--- src/common/core_pkg.sv ---
`default_nettype none

package core_pkg;

    // --------------------
    // Widths.
    localparam int XLEN = 64;
    localparam int ALEN = 32;

    typedef logic [XLEN-1:0] xlen_t;
    typedef logic [ALEN-1:0] addr_t;
    typedef logic [3:0]      trap_cause_t;
    typedef logic [4:0]      opcode_t;
    typedef logic [11:0]     imm12_t;

    // --------------------
    // Major opcodes, instruction bits 6:2.
    localparam opcode_t OP_LOAD     = 5'b00000;
    localparam opcode_t OP_MISC_MEM = 5'b00011;
    localparam opcode_t OP_STORE    = 5'b01000;

    // --------------------
    // Trap causes.
    localparam trap_cause_t EXC_ILLEGAL_INSTR         = 4'd2;
    localparam trap_cause_t EXC_LOAD_ADDR_MISALIGNED  = 4'd4;
    localparam trap_cause_t EXC_LOAD_ACCESS_FAULT     = 4'd5;
    localparam trap_cause_t EXC_STORE_ADDR_MISALIGNED = 4'd6;

    // Access size from funct3[1:0].
    typedef enum logic [1:0] {
        SIZE_BYTE  = 2'b00,
        SIZE_HALF  = 2'b01,
        SIZE_WORD  = 2'b10,
        SIZE_DWORD = 2'b11
    } access_size_e;

    // One memory operation as handed to the stage.
    typedef struct packed {
        opcode_t     opcode;
        logic [2:0]  funct3;
        imm12_t      i_imm;
        imm12_t      s_imm;
        xlen_t       rs1_data;
        xlen_t       rs2_data;
    } mem_op_t;

    typedef struct packed {
        logic        exception;
        trap_cause_t trap_cause;
        addr_t       fault_addr;
        xlen_t       result;     // Extended load data, zero otherwise.
    } mem_result_t;

endpackage

`default_nettype wire

--- src/common/cache_pkg.sv ---
`default_nettype none

package cache_pkg;

    localparam int ALIGN_BITS = 3;                // Byte offset within a doubleword.

    typedef logic [core_pkg::ALEN-ALIGN_BITS-1:0] line_addr_t;
    typedef logic [core_pkg::XLEN/8-1:0]          byte_mask_t;

    // Stage to cache.
    typedef struct packed {
        line_addr_t      addr;
        logic            do_load;
        logic            do_store;
        core_pkg::xlen_t store_data;
        byte_mask_t      store_mask;
    } lsu_req_t;

    // Cache to stage.
    typedef struct packed {
        logic            stall_next;   // Low in the cycle after an accept.
        logic            access_fault;
        core_pkg::xlen_t load_data;
    } lsu_resp_t;

endpackage

`default_nettype wire

--- src/exec_mem/exec_mem.sv ---
`timescale 1ns/1ps
`default_nettype none

module exec_mem (
    input  wire logic                 clk,
    input  wire logic                 rst,
    input  wire core_pkg::mem_op_t    op,
    input  wire logic                 op_valid,
    output cache_pkg::lsu_req_t       req,
    output logic                      req_stalled,
    input  wire cache_pkg::lsu_resp_t resp,
    output logic                      res_valid,
    output core_pkg::mem_result_t     res
);

    // --------------------
    // Address generation.

    logic                       store_bit;
    logic                       is_load_store;
    core_pkg::imm12_t           mem_imm;
    core_pkg::addr_t            eff_addr;
    logic [cache_pkg::ALIGN_BITS-1:0] offset_comb;
    core_pkg::access_size_e     size_comb;
    logic                       misaligned;
    logic                       issue;

    assign store_bit     = op.opcode[3];
    assign is_load_store = (op.opcode == core_pkg::OP_LOAD) ||
                           (op.opcode == core_pkg::OP_STORE);

    assign mem_imm  = store_bit ? op.s_imm : op.i_imm;
    assign eff_addr = op.rs1_data[core_pkg::ALEN-1:0] +
                      {{(core_pkg::ALEN-12){mem_imm[11]}}, mem_imm};

    assign offset_comb = eff_addr[cache_pkg::ALIGN_BITS-1:0];
    assign size_comb   = core_pkg::access_size_e'(op.funct3[1:0]);

    // Any access not aligned to its own size is rejected.
    always_comb begin
        unique case (size_comb)
            core_pkg::SIZE_BYTE:  misaligned = 1'b0;
            core_pkg::SIZE_HALF:  misaligned = offset_comb[0];
            core_pkg::SIZE_WORD:  misaligned = |offset_comb[1:0];
            core_pkg::SIZE_DWORD: misaligned = |offset_comb[2:0];
            default:              misaligned = 1'b1;
        endcase
    end

    assign issue       = op_valid && is_load_store && !misaligned;
    assign req_stalled = !issue;   // Active low issue strobe.

    // --------------------
    // Store formatting.

    core_pkg::xlen_t      store_data;
    cache_pkg::byte_mask_t store_mask;

    always_comb begin
        store_data = op.rs2_data;
        store_mask = '0;
        unique case (size_comb)
            core_pkg::SIZE_BYTE: begin
                for (int i = 0; i < 8; i++) begin
                    store_data[i*8 +: 8] = op.rs2_data[7:0];
                    store_mask[i]        = (offset_comb == i);
                end
            end
            core_pkg::SIZE_HALF: begin
                for (int i = 0; i < 4; i++) begin
                    store_data[i*16 +: 16] = op.rs2_data[15:0];
                    store_mask[i*2 +: 2]   = {2{offset_comb[2:1] == i}};
                end
            end
            core_pkg::SIZE_WORD: begin
                for (int i = 0; i < 2; i++) begin
                    store_data[i*32 +: 32] = op.rs2_data[31:0];
                    store_mask[i*4 +: 4]   = {4{offset_comb[2] == i}};
                end
            end
            default: begin
                store_data = op.rs2_data;
                store_mask = '1;
            end
        endcase
    end

    assign req.addr       = eff_addr[core_pkg::ALEN-1:cache_pkg::ALIGN_BITS];
    assign req.do_load    = !store_bit;
    assign req.do_store   = store_bit;
    assign req.store_data = store_data;
    assign req.store_mask = store_mask;

    // --------------------
    // Registered state.

    logic [cache_pkg::ALIGN_BITS-1:0] offset_q;
    core_pkg::access_size_e     size_q;
    logic                       unsigned_q;
    core_pkg::addr_t            fault_addr_q;
    logic                       exc_q;
    core_pkg::trap_cause_t      cause_q;
    logic                       single_q;   // Result comes from our own registers.

    // Kept for the load extraction of the next cycle.
    always_ff @(posedge clk) begin
        if (op_valid && is_load_store) begin
            offset_q   <= offset_comb;
            size_q     <= size_comb;
            unsigned_q <= op.funct3[2];
        end
    end

    always_ff @(posedge clk) begin
        fault_addr_q <= eff_addr;
        if (is_load_store) begin
            exc_q   <= misaligned;
            cause_q <= store_bit ? core_pkg::EXC_STORE_ADDR_MISALIGNED
                                 : core_pkg::EXC_LOAD_ADDR_MISALIGNED;
        end else if (op.opcode == core_pkg::OP_MISC_MEM) begin
            // Plain FENCE has nothing to order here.
            exc_q   <= (op.funct3 != 3'b000);
            cause_q <= core_pkg::EXC_ILLEGAL_INSTR;
        end else begin
            exc_q   <= 1'b1;
            cause_q <= core_pkg::EXC_ILLEGAL_INSTR;
        end
    end

    always_ff @(posedge clk) begin
        if (rst) begin
            single_q <= 1'b0;
        end else begin
            single_q <= op_valid && !issue;
        end
    end

    // --------------------
    // Load extraction and result select.

    logic [7:0]      loaded_byte;
    logic [15:0]     loaded_half;
    logic [31:0]     loaded_word;
    core_pkg::xlen_t loaded_data;

    assign loaded_byte = resp.load_data[offset_q*8 +: 8];
    assign loaded_half = resp.load_data[offset_q[2:1]*16 +: 16];
    assign loaded_word = resp.load_data[offset_q[2]*32 +: 32];

    always_comb begin
        loaded_data = resp.load_data;
        unique case (size_q)
            core_pkg::SIZE_BYTE:
                loaded_data = {{(core_pkg::XLEN-8){loaded_byte[7] & !unsigned_q}}, loaded_byte};
            core_pkg::SIZE_HALF:
                loaded_data = {{(core_pkg::XLEN-16){loaded_half[15] & !unsigned_q}}, loaded_half};
            core_pkg::SIZE_WORD:
                loaded_data = {{(core_pkg::XLEN-32){loaded_word[31] & !unsigned_q}}, loaded_word};
            default:
                loaded_data = resp.load_data;
        endcase
    end

    assign res_valid = single_q || !resp.stall_next;

    always_comb begin
        res.fault_addr = fault_addr_q;
        if (!resp.stall_next) begin
            res.exception  = resp.access_fault;
            res.trap_cause = core_pkg::EXC_LOAD_ACCESS_FAULT;   // Same code for stores.
            res.result     = loaded_data;
        end else begin
            res.exception  = exc_q;
            res.trap_cause = cause_q;
            res.result     = '0;
        end
    end

endmodule

`default_nettype wire

--- config.mk ---
export PLATFORM = sky130hd
export DESIGN_NAME = exec_mem
export DESIGN_NICKNAME = d
export VERILOG_FILES = /design/src/common/core_pkg.sv /design/src/common/cache_pkg.sv /design/src/exec_mem/exec_mem.sv
export SDC_FILE = /design/constraint.sdc
export NUM_CORES = 1
export LEC_CHECK = 0
export CAP_MARGIN = 20
export CORE_AREA = 2 2 171 173
export CTS_CLUSTER_DIAMETER = 120
export DETAILED_ROUTE_END_ITERATION = 8
export DIE_AREA = 0 0 173 175
export DONT_BUFFER_PORTS = 1
export GPL_TIMING_DRIVEN = 0
export HOLD_SLACK_MARGIN = 0.05
export PLACE_DENSITY = 0.45
export SLEW_MARGIN = 10
export SYNTH_ARGS = -nofsm -noshare
export SYNTH_HDL_FRONTEND = slang
export SYNTH_SLANG_ARGS = --single-unit
--- constraint.sdc ---
create_clock -name clk -period 5.65 [get_ports clk]
set_input_delay 0.2825 -clock clk [delete_from_list [all_inputs] [get_ports clk]]
set_output_delay 0.2825 -clock clk [all_outputs]
set_load 0.01 [all_outputs]
==> report_table.html, run 1 <==
<table>
<tr><th>Metric</th><th>Value</th></tr>
<tr><th colspan="2">Place</th></tr>
<tr><td>Gp weighted congestion</td><td>0.937</td></tr>
<tr><td>Area after detailed placement</td><td>roughly 6600 um2</td></tr>
<tr><td>Input/output buffers</td><td>0</td></tr>
<tr><td>Number of cells after detailed placement</td><td>roughly 1200</td></tr>
<tr><td>Sum of net half-perimeters after detailed placement</td><td>25.1 mm</td></tr>
<tr><th colspan="2">Synthesis</th></tr>
<tr><td>Top FF cell, synth</td><td>dfxtp_1</td></tr>
<tr><td>Post-Syn Instances</td><td>between 700 and 800</td></tr>
<tr><td>Avg Inst Size Synth</td><td>7.73 um2</td></tr>
<tr><td>Syn. warnings</td><td>0</td></tr>
<tr><td>Netlist cell types</td><td>between 50 and 60</td></tr>
<tr><td>Share of synthesized registers carrying an async set or reset</td><td>0</td></tr>
<tr><td>Post-Syn Area</td><td>6130 um2</td></tr>
<tr><td>Number of synthesized flops with an enable pin</td><td>6</td></tr>
<tr><td>Register area share after synthesis</td><td>0.147</td></tr>
<tr><td>Post-synth net total</td><td>1054</td></tr>
<tr><td>Yosys reg bits</td><td>42</td></tr>
<tr><th colspan="2">Route</th></tr>
<tr><td>Overall via count from detail_route</td><td>6411</td></tr>
<tr><td>Routed Wire Length</td><td>30.3 mm</td></tr>
<tr><td>Number of routed nets with antenna violations</td><td>0</td></tr>
<tr><td>Number of design-rule violations left by the first detailed-router iteration</td><td>418</td></tr>
<tr><td>Vias per Instance</td><td>5.41</td></tr>
<tr><td>Routed WL per cell</td><td>approximately 26 um</td></tr>
<tr><td>Router iterations before antenna repair</td><td>5</td></tr>
<tr><td>Detailed-route DRC error count</td><td>0</td></tr>
<tr><th colspan="2">Hold path</th></tr>
<tr><td>Endpoint of the worst hold path</td><td>single_q$_SDFF_PP0_</td></tr>
<tr><td>Worst hold path class</td><td>primary input to flip-flop</td></tr>
<tr><td>Startpoint of the most critical hold path</td><td>rst</td></tr>
<tr><td>Worst Hold Depth</td><td>1</td></tr>
<tr><th colspan="2">Power</th></tr>
<tr><td>Maximum VDD drop</td><td>roughly 140 uV</td></tr>
<tr><td>Fraction of power consumed by the clock network</td><td>0.212</td></tr>
<tr><td>P_sw</td><td>between 0.6 and 0.7 mW</td></tr>
<tr><td>Sequential Power Share</td><td>0.306</td></tr>
<tr><td>Leakage component of the power</td><td>between 2 and 3 nW</td></tr>
<tr><td>Switching Share</td><td>0.431</td></tr>
<tr><td>Combinational share of power</td><td>0.482</td></tr>
<tr><td>Total internal power</td><td>0.812 mW</td></tr>
<tr><td>Pwr per Cell Area</td><td>211 nW/um2</td></tr>
<tr><th colspan="2">Clocking</th></tr>
<tr><td>CTS buffer count</td><td>5</td></tr>
<tr><td>Clk sinks</td><td>42</td></tr>
<tr><td>H-Tree Depth</td><td>2</td></tr>
<tr><td>Number of buffers added for setup after CTS</td><td>0</td></tr>
<tr><td>Clock root buffer</td><td>clkbuf_16</td></tr>
<tr><td>Clock tree from TritonCTS</td><td>yes</td></tr>
<tr><td>Clk buf depth</td><td>2</td></tr>
<tr><td>Total of cells resized after clock tree synthesis</td><td>0</td></tr>
<tr><td>Number of buffers added to fix hold violations after cts</td><td>0</td></tr>
<tr><td>Clock slew at the register clock pins of the worst setup and hold paths</td><td>around 0.070 ns</td></tr>
<tr><th colspan="2">Floorplan</th></tr>
<tr><td>Width of the die</td><td>173 um</td></tr>
<tr><td>Initial cell density of the core</td><td>0.216</td></tr>
<tr><td>Floorplan Core Area</td><td>28400 um2</td></tr>
<tr><td>Die Span Y</td><td>175 um</td></tr>
<tr><td>Number of top-level design ports</td><td>~440</td></tr>
<tr><td>Total Die Area</td><td>30300 um2</td></tr>
<tr><td>Number of standard-cell rows in the floorplan</td><td>62</td></tr>
<tr><th colspan="2">Critical path</th></tr>
<tr><td>Path type of the worst setup path</td><td>primary input to output port</td></tr>
<tr><td>CP Data Arrival Time</td><td>4.03 ns</td></tr>
<tr><td>Peak fanout along the critical path</td><td>10</td></tr>
<tr><td>Worst Setup Start Kind</td><td>primary input</td></tr>
<tr><td>Type of destination of the critical path</td><td>output port</td></tr>
<tr><td>Required time of the critical path</td><td>approximately 5.4 ns</td></tr>
<tr><th colspan="2">STA</th></tr>
<tr><td>Period utilization</td><td>0.763</td></tr>
<tr><td>Number of slew-limit violations in the final report</td><td>0</td></tr>
<tr><td>Count of final setup violators</td><td>0</td></tr>
<tr><td>Unrepaired setup endpoints after global routing</td><td>no</td></tr>
<tr><td>Fin Hold WS</td><td>0.0647 ns</td></tr>
<tr><td>Setup TNS</td><td>0 ns</td></tr>
<tr><td>Minimum period implied by the final worst setup slack</td><td>4.31 ns</td></tr>
<tr><td>Number of endpoints with negative hold slack in the final report</td><td>0</td></tr>
<tr><td>Timing-limited maximum frequency</td><td>approximately 0.23 GHz</td></tr>
<tr><td>Worst-case headroom to the max-slew limit</td><td>0.285</td></tr>
<tr><td>Slew of the pin with the lowest slew margin</td><td>about 1.1 ns</td></tr>
<tr><th colspan="2">GRT</th></tr>
<tr><td>GRT Resource Usage Total</td><td>0.187</td></tr>
<tr><td>Number of antenna violations at the first check in global routing</td><td>0</td></tr>
<tr><td>Via count of the first global-routing pass</td><td>about 6100</td></tr>
<tr><td>Met1 track utilization from global routing</td><td>0.209</td></tr>
<tr><td>GR Layer Usage met3</td><td>0.0524</td></tr>
<tr><td>Global-route track usage on met2</td><td>0.341</td></tr>
<tr><td>GRT overflow</td><td>0</td></tr>
<tr><td>First-pass GRT wire length</td><td>42.4 mm</td></tr>
<tr><td>Peak-usage layer in the global routing report</td><td>met2</td></tr>
<tr><td>Largest net degree at the start of global routing</td><td>22</td></tr>
<tr><th colspan="2">Run status</th></tr>
<tr><td>Status</td><td>finished, final reports clean</td></tr>
<tr><th colspan="2">Layout</th></tr>
<tr><td>Leading cell type in the layout, fill and taps excluded</td><td>nor2_1</td></tr>
<tr><td>Post-layout nets</td><td>1062</td></tr>
<tr><td>Antenna diode count</td><td>0</td></tr>
<tr><td>Proportion of layout cells with a drive suffix above 1</td><td>0.180</td></tr>
<tr><td>Final standard cell count with taps included and fillers excluded</td><td>approximately 1200</td></tr>
<tr><td>Layout Cell Area excl Fill</td><td>6760 um2</td></tr>
<tr><td>Layout area overhead</td><td>10.4%</td></tr>
<tr><td>Commonest non-fill, non-tap cells in the layout</td><td>nor2_1, a21oi_1, mux2_2</td></tr>
<tr><th colspan="2">Run</th></tr>
<tr><td>Max capacitance violation total</td><td>0</td></tr>
</table>
worst max-delay path: stages:
cell,delay (ns)
clkbuf_1,0.48
mux2_2,0.29
ha_1,0.18
inv_1,0.06
fa_1,0.44
nor2b_1,0.25
o2111ai_1,0.16
a21oi_1,0.35
o31ai_2,0.17
o21ai_0,0.30
a41oi_1,0.24
o21ai_0,0.28
xor2_1,0.35
buf_4,0.19
cell families (layout without fill, tap and decap cells):
family | count (synthesis) | after routing | share of synthesized area
xor gates and xnor gates | 30 | 30 | 0.0429
buffers and inverters | 119 | 128 | 0.0990
DFF | 42 | 42 | 0.147
AOI/OAI and AO/OA | 250 | 250 | 0.249
other | 1 | 1 | 0.000612
and+or+nand+nor | 206 | 206 | 0.153
adders and majority gates | 32 | 32 | 0.0666
muxes | 113 | 113 | 0.242
cells in the mapped netlist (11+ instances only):
master	n	area (um2)
nor2_1	110	413
a21oi_1	109	546
mux2_2	52	586
buf_4	40	300
mux2i_1	38	380
clkbuf_1	37	139
dfxtp_1	36	721
o21ai_0	33	165
ha_1	31	388
a211oi_1	29	218
nand2_1	29	109
inv_1	25	93.8
mux4_2	23	518
xnor2_1	19	166
o21ai_1	15	75.1
nand2b_1	14	87.6
a21o_1	13	97.6
nand4_1	12	75.1
xor2_1	11	96.3
metal layers:
layer / vias to the layer above / wire, um
met5: - / 0
met4: 0 / 879
met3: 45 / 2790
met2: 399 / 15200
met1: 3090 / 11400
li1: 2877 / -
layout make-up:
class                   count  area (um2)
clock inverters             3        25.0
flip-flops and latches     42         901
plain buffers              94         513
multi-input cells         632        4620
well taps                 384         480
inverters                  25        93.8
clock buffers               5         125
fillers                  3259       21600
repair buffers              1        5.00
metrics by stage:
stage	setup slack (ns)	power, mW	utilization
detailed placement	1.31	1.13	0.233
floorplan	2.29	0.964	-
global placement	1.27	1.14	0.233
CTS	1.29	1.45	0.238
global route	1.02	1.51	0.238
finish	1.34	1.43	0.238
how the worst max path moves through the flow:
| stage | startpoint | to | slack [ns] | cells after the start |
|---|---|---|---|---|
| 2_1_floorplan | op[158] | req[101] | 2.29 | 14 |
| 3_3_place_gp | op[158] | req[101] | 1.27 | 14 |
| 3_5_place_dp | op[158] | req[101] | 1.31 | 14 |
| 4_1_cts | op[158] | req[101] | 1.29 | 14 |
| 5_1_grt | op[158] | req[96] | 1.02 | 13 |
| 6_report | op[158] | req[99] | 1.34 | 14 |
state kept, by name (all words and copies together), names as in the netlist:
register / cells
fault_addr_q: 32
size_q: 2
offset_q: 3
exc_q: 1
single_q: 1
cause_q: 2
unsigned_q: 1
power by group through the flow:
stage	Combinational [mW]	Clock [mW]	Sequential (mW)
floorplan	0.538	0	0.426
global placement	0.689	0	0.448
detailed placement	0.684	0	0.446
CTS	0.688	0.317	0.440
global route	0.743	0.327	0.442
finish	0.688	0.302	0.437
No activity file was read; power rests on OpenSTA's default activity.
==> run 2: changes to the inputs <==
- PLACE_DENSITY: 0.45 -> 0.46
- clock period: 5.65 -> 3.72 ns (I/O delays scaled with it)
==> run 2 against run 1 <==
  * Power is 59% higher
  * Via count down 0.78%
  * Sequential power up 52%
  * Cell area grew 1.8%
  * Combinational power rose by 53%
  * Critical path depth did not move
  * Hold slack improved by 0.0053 ns
  * Final cell count increased by 0.42%
  * Sequential share of layout area down 0.24 points
  * Sequential cell count is the same
  * Largest cell class unchanged
  * Critical path type unchanged
==> report_table.html, run 2 (synthesis results as in run 1) <==
<table>
<tr><th>Metric</th><th>Value</th></tr>
<tr><th colspan="2">Run status</th></tr>
<tr><td>Status</td><td>finished, final reports clean</td></tr>
<tr><th colspan="2">STA</th></tr>
<tr><td>Minimum period implied by the final worst setup slack</td><td>between 3 and 4 ns</td></tr>
<tr><td>Count of final setup violators</td><td>0 (unchanged)</td></tr>
<tr><td>Timing-limited maximum frequency</td><td>around 0.29 GHz</td></tr>
<tr><td>Worst Slack Setup Final</td><td>0.214 ns (-1.13 ns)</td></tr>
<tr><td>Slew of the pin with the lowest slew margin</td><td>1.19 ns (+0.121 ns)</td></tr>
<tr><td>Unrepaired setup endpoints after global routing</td><td>no</td></tr>
<tr><td>Number of slew-limit violations in the final report</td><td>0 (unchanged)</td></tr>
<tr><td>Period utilization</td><td>0.942</td></tr>
<tr><td>Worst-case headroom to the max-slew limit</td><td>0.199 (-0.0853)</td></tr>
<tr><td>Number of endpoints with negative hold slack in the final report</td><td>0 (unchanged)</td></tr>
<tr><th colspan="2">Place</th></tr>
<tr><td>Number of cells after detailed placement</td><td>1177 (-0.085%)</td></tr>
<tr><td>Gp weighted congestion</td><td>0.944 (+0.67%)</td></tr>
<tr><td>Input/output buffers</td><td>0 (unchanged)</td></tr>
<tr><td>Sum of net half-perimeters after detailed placement</td><td>24.9 mm (-0.74%)</td></tr>
<tr><td>Post-placement worst setup slack</td><td>-0.328 ns (-1.64 ns)</td></tr>
<tr><th colspan="2">Critical path</th></tr>
<tr><td>Cells along the critical path</td><td>buf_2 &gt; mux2_2 &gt; ha_1 &gt; inv_1 &gt; fa_1 &gt; nor2b_1 &gt; o2111ai_1 &gt; a21oi_2 &gt; o31ai_4 &gt; o21ai_1 &gt; a41oi_2 &gt; o21ai_1 &gt; xor2_1 &gt; buf_4</td></tr>
<tr><td>Path type of the worst setup path</td><td>primary input to output port</td></tr>
<tr><td>Peak fanout along the critical path</td><td>10 (unchanged)</td></tr>
<tr><td>Cell repeated most along the worst path</td><td>o21ai_1</td></tr>
<tr><td>Biggest cell delay along the critical path</td><td>0.42 ns (-0.06 ns)</td></tr>
<tr><td>Count of buffering cells on the critical path with inverters included</td><td>3 (unchanged)</td></tr>
<tr><td>Type of destination of the critical path</td><td>output port</td></tr>
<tr><td>Worst Setup Start Kind</td><td>primary input</td></tr>
<tr><td>Critical-path cell with the highest stage delay</td><td>fa_1</td></tr>
<tr><td>Required time of the critical path</td><td>3.53 ns (-1.84 ns)</td></tr>
<tr><td>CP Data Arrival Time</td><td>3.32 ns (-0.71 ns)</td></tr>
<tr><td>Top delay family on crit path</td><td>compound AO/OA/AOI/OAI gates</td></tr>
<tr><th colspan="2">GRT</th></tr>
<tr><td>GRT overflow</td><td>0 (unchanged)</td></tr>
<tr><td>Largest net degree at the start of global routing</td><td>22 (unchanged)</td></tr>
<tr><td>Via count of the first global-routing pass</td><td>6317 (+3.4%)</td></tr>
<tr><td>Number of antenna violations at the first check in global routing</td><td>1 (+1)</td></tr>
<tr><td>GRT Resource Usage Total</td><td>0.185 (-0.00126)</td></tr>
<tr><td>First-pass GRT wire length</td><td>42.1 mm (-0.55%)</td></tr>
<tr><th colspan="2">Floorplan</th></tr>
<tr><td>Die Span Y</td><td>175 um (unchanged)</td></tr>
<tr><td>Floorplan Core Area</td><td>28400 um2 (unchanged)</td></tr>
<tr><td>Initial cell density of the core</td><td>0.216 (unchanged)</td></tr>
<tr><td>Number of top-level design ports</td><td>435 (unchanged)</td></tr>
<tr><td>Width of the die</td><td>173 um (unchanged)</td></tr>
<tr><td>Total Die Area</td><td>30300 um2 (unchanged)</td></tr>
<tr><td>Number of standard-cell rows in the floorplan</td><td>62 (unchanged)</td></tr>
<tr><th colspan="2">Clocking</th></tr>
<tr><td>Clk sinks</td><td>42 (unchanged)</td></tr>
<tr><td>H-Tree Depth</td><td>2 (unchanged)</td></tr>
<tr><td>Clock slew at the register clock pins of the worst setup and hold paths</td><td>0.06 ns (about the same)</td></tr>
<tr><td>CTS buffer count</td><td>5 (unchanged)</td></tr>
<tr><td>Clk buf depth</td><td>2 (unchanged)</td></tr>
<tr><td>Clock root buffer</td><td>clkbuf_16</td></tr>
<tr><td>Clock tree from TritonCTS</td><td>yes</td></tr>
<tr><th colspan="2">Power</th></tr>
<tr><td>Combinational share of power</td><td>0.462 (-0.020)</td></tr>
<tr><td>Maximum VDD drop</td><td>271 uV (+88%)</td></tr>
<tr><td>P_sw</td><td>0.927 mW (+51%)</td></tr>
<tr><td>Total internal power</td><td>1.35 mW (+66%)</td></tr>
<tr><td>Pwr per Cell Area</td><td>331 nW/um2 (+57%)</td></tr>
<tr><td>Switching Share</td><td>0.407 (-0.0237)</td></tr>
<tr><td>Leakage component of the power</td><td>2.68 nW (+1.6%)</td></tr>
<tr><td>Fraction of power consumed by the clock network</td><td>0.246 (+0.034)</td></tr>
<tr><td>Sequential Power Share</td><td>0.291 (-0.015)</td></tr>
<tr><th colspan="2">Layout</th></tr>
<tr><td>Final standard cell count with taps included and fillers excluded</td><td>1191 (+0.42%)</td></tr>
<tr><td>Commonest non-fill, non-tap cells in the layout</td><td>nor2_1, a21oi_1, mux2_2</td></tr>
<tr><td>Post-layout nets</td><td>1066 (+0.38%)</td></tr>
<tr><td>Filler instances</td><td>3203 (-1.7%)</td></tr>
<tr><td>Leading cell type in the layout, fill and taps excluded</td><td>nor2_1</td></tr>
<tr><td>Proportion of layout cells with a drive suffix above 1</td><td>0.186 (+0.00655)</td></tr>
<tr><td>Most flop-heavy register</td><td>fault_addr_q</td></tr>
<tr><td>Registers with the most flip-flops</td><td>fault_addr_q (32), offset_q (3)</td></tr>
<tr><td>Max FFs per register</td><td>32 (unchanged)</td></tr>
<tr><td>Layout area overhead</td><td>12.4%</td></tr>
<tr><th colspan="2">Route</th></tr>
<tr><td>Router iterations before antenna repair</td><td>6 (+1)</td></tr>
<tr><td>Routed WL per cell</td><td>25.2 um (-1.6%)</td></tr>
<tr><td>Overall via count from detail_route</td><td>6361 (-0.78%)</td></tr>
<tr><td>Number of design-rule violations left by the first detailed-router iteration</td><td>394 (-5.7%)</td></tr>
<tr><td>Number of routed nets with antenna violations</td><td>0 (unchanged)</td></tr>
<tr><td>Detailed-route DRC error count</td><td>0 (unchanged)</td></tr>
<tr><td>Vias per Instance</td><td>5.34 (-1.2%)</td></tr>
<tr><td>Routed Wire Length</td><td>30.0 mm (-1.2%)</td></tr>
<tr><th colspan="2">Hold path</th></tr>
<tr><td>Worst hold path class</td><td>primary input to flip-flop</td></tr>
<tr><th colspan="2">Run</th></tr>
<tr><td>Max capacitance violation total</td><td>0 (unchanged)</td></tr>
</table>
run 2: cell count changes in the layout (fill, tap and decap cells not counted), sizes merged:
cell	change
buf	+1
bufinv	+1
clkinvlp	-1
diode	+1
dlygate4sd3	+4
inv	-1
run 2: cell type report:
type	count	area, um2	share of cell area
multi-input cells	632	4660	0.676
flip-flops and latches	42	901	0.131
plain buffers	94	514	0.0747
well taps	384	480	0.0698
clock buffers	6	150	0.0218
inverters	25	93.8	0.0136
repair buffers	5	47.5	0.00691
clock inverters	2	38.8	0.00563
diodes	1	2.50	0.000363
run 2: final timing paths:
check / startpoint / end / slack, ns / depth (start not counted)
worst max-delay path: op[158] / req[99] / 0.21 / 14
worst min-delay path: op_valid / single_q$_SDFF_PP0_ / 0.07 / 1
run 2: layer usage:
metal | global-route usage | up-vias | part of all wire
met3 | 0.0542 | 56 | 0.096
met4 | 0.0689 | 0 | 0.036
met5 | 0 | - | 0
met2 | 0.334 | 405 | 0.50
met1 | 0.207 | 3013 | 0.37
li1 | - | 2887 | -
run 2: what timing repair did:
item / in CTS / in global routing
pin swaps: 0 / 1
endpoints found under the hold margin: 5 / 0
setup buffers: 0 / 1
endpoints found under the setup margin: 8 / 7
gates cloned: 0 / 0
hold buffers: 4 / 0
resized for setup: 3 / 7
run 2: stage by stage:
stage	utilization	hold WS (ns)	instance area (um2)	TNS [ns]	power [mW]
5_1_grt	0.243	0.0523	6890	0	2.41
4_1_cts	0.241	0.0528	6850	0	2.30
2_1_floorplan	-	0.262	6130	0	1.46
3_3_place_gp	0.233	0.271	6610	-1.29	1.72
6_report	0.243	0.0700	6890	0	2.28
3_5_place_dp	0.233	0.269	6610	-1.46	1.71
run 2: power by group through the flow:
| stage | Combinational [mW] | Clock, mW | Sequential, mW |
|---|---|---|---|
| global placement | 1.04 | 0 | 0.682 |
| global route | 1.14 | 0.598 | 0.669 |
| detailed placement | 1.03 | 0 | 0.678 |
| floorplan | 0.817 | 0 | 0.647 |
| finish | 1.05 | 0.561 | 0.663 |
| CTS | 1.05 | 0.581 | 0.669 |
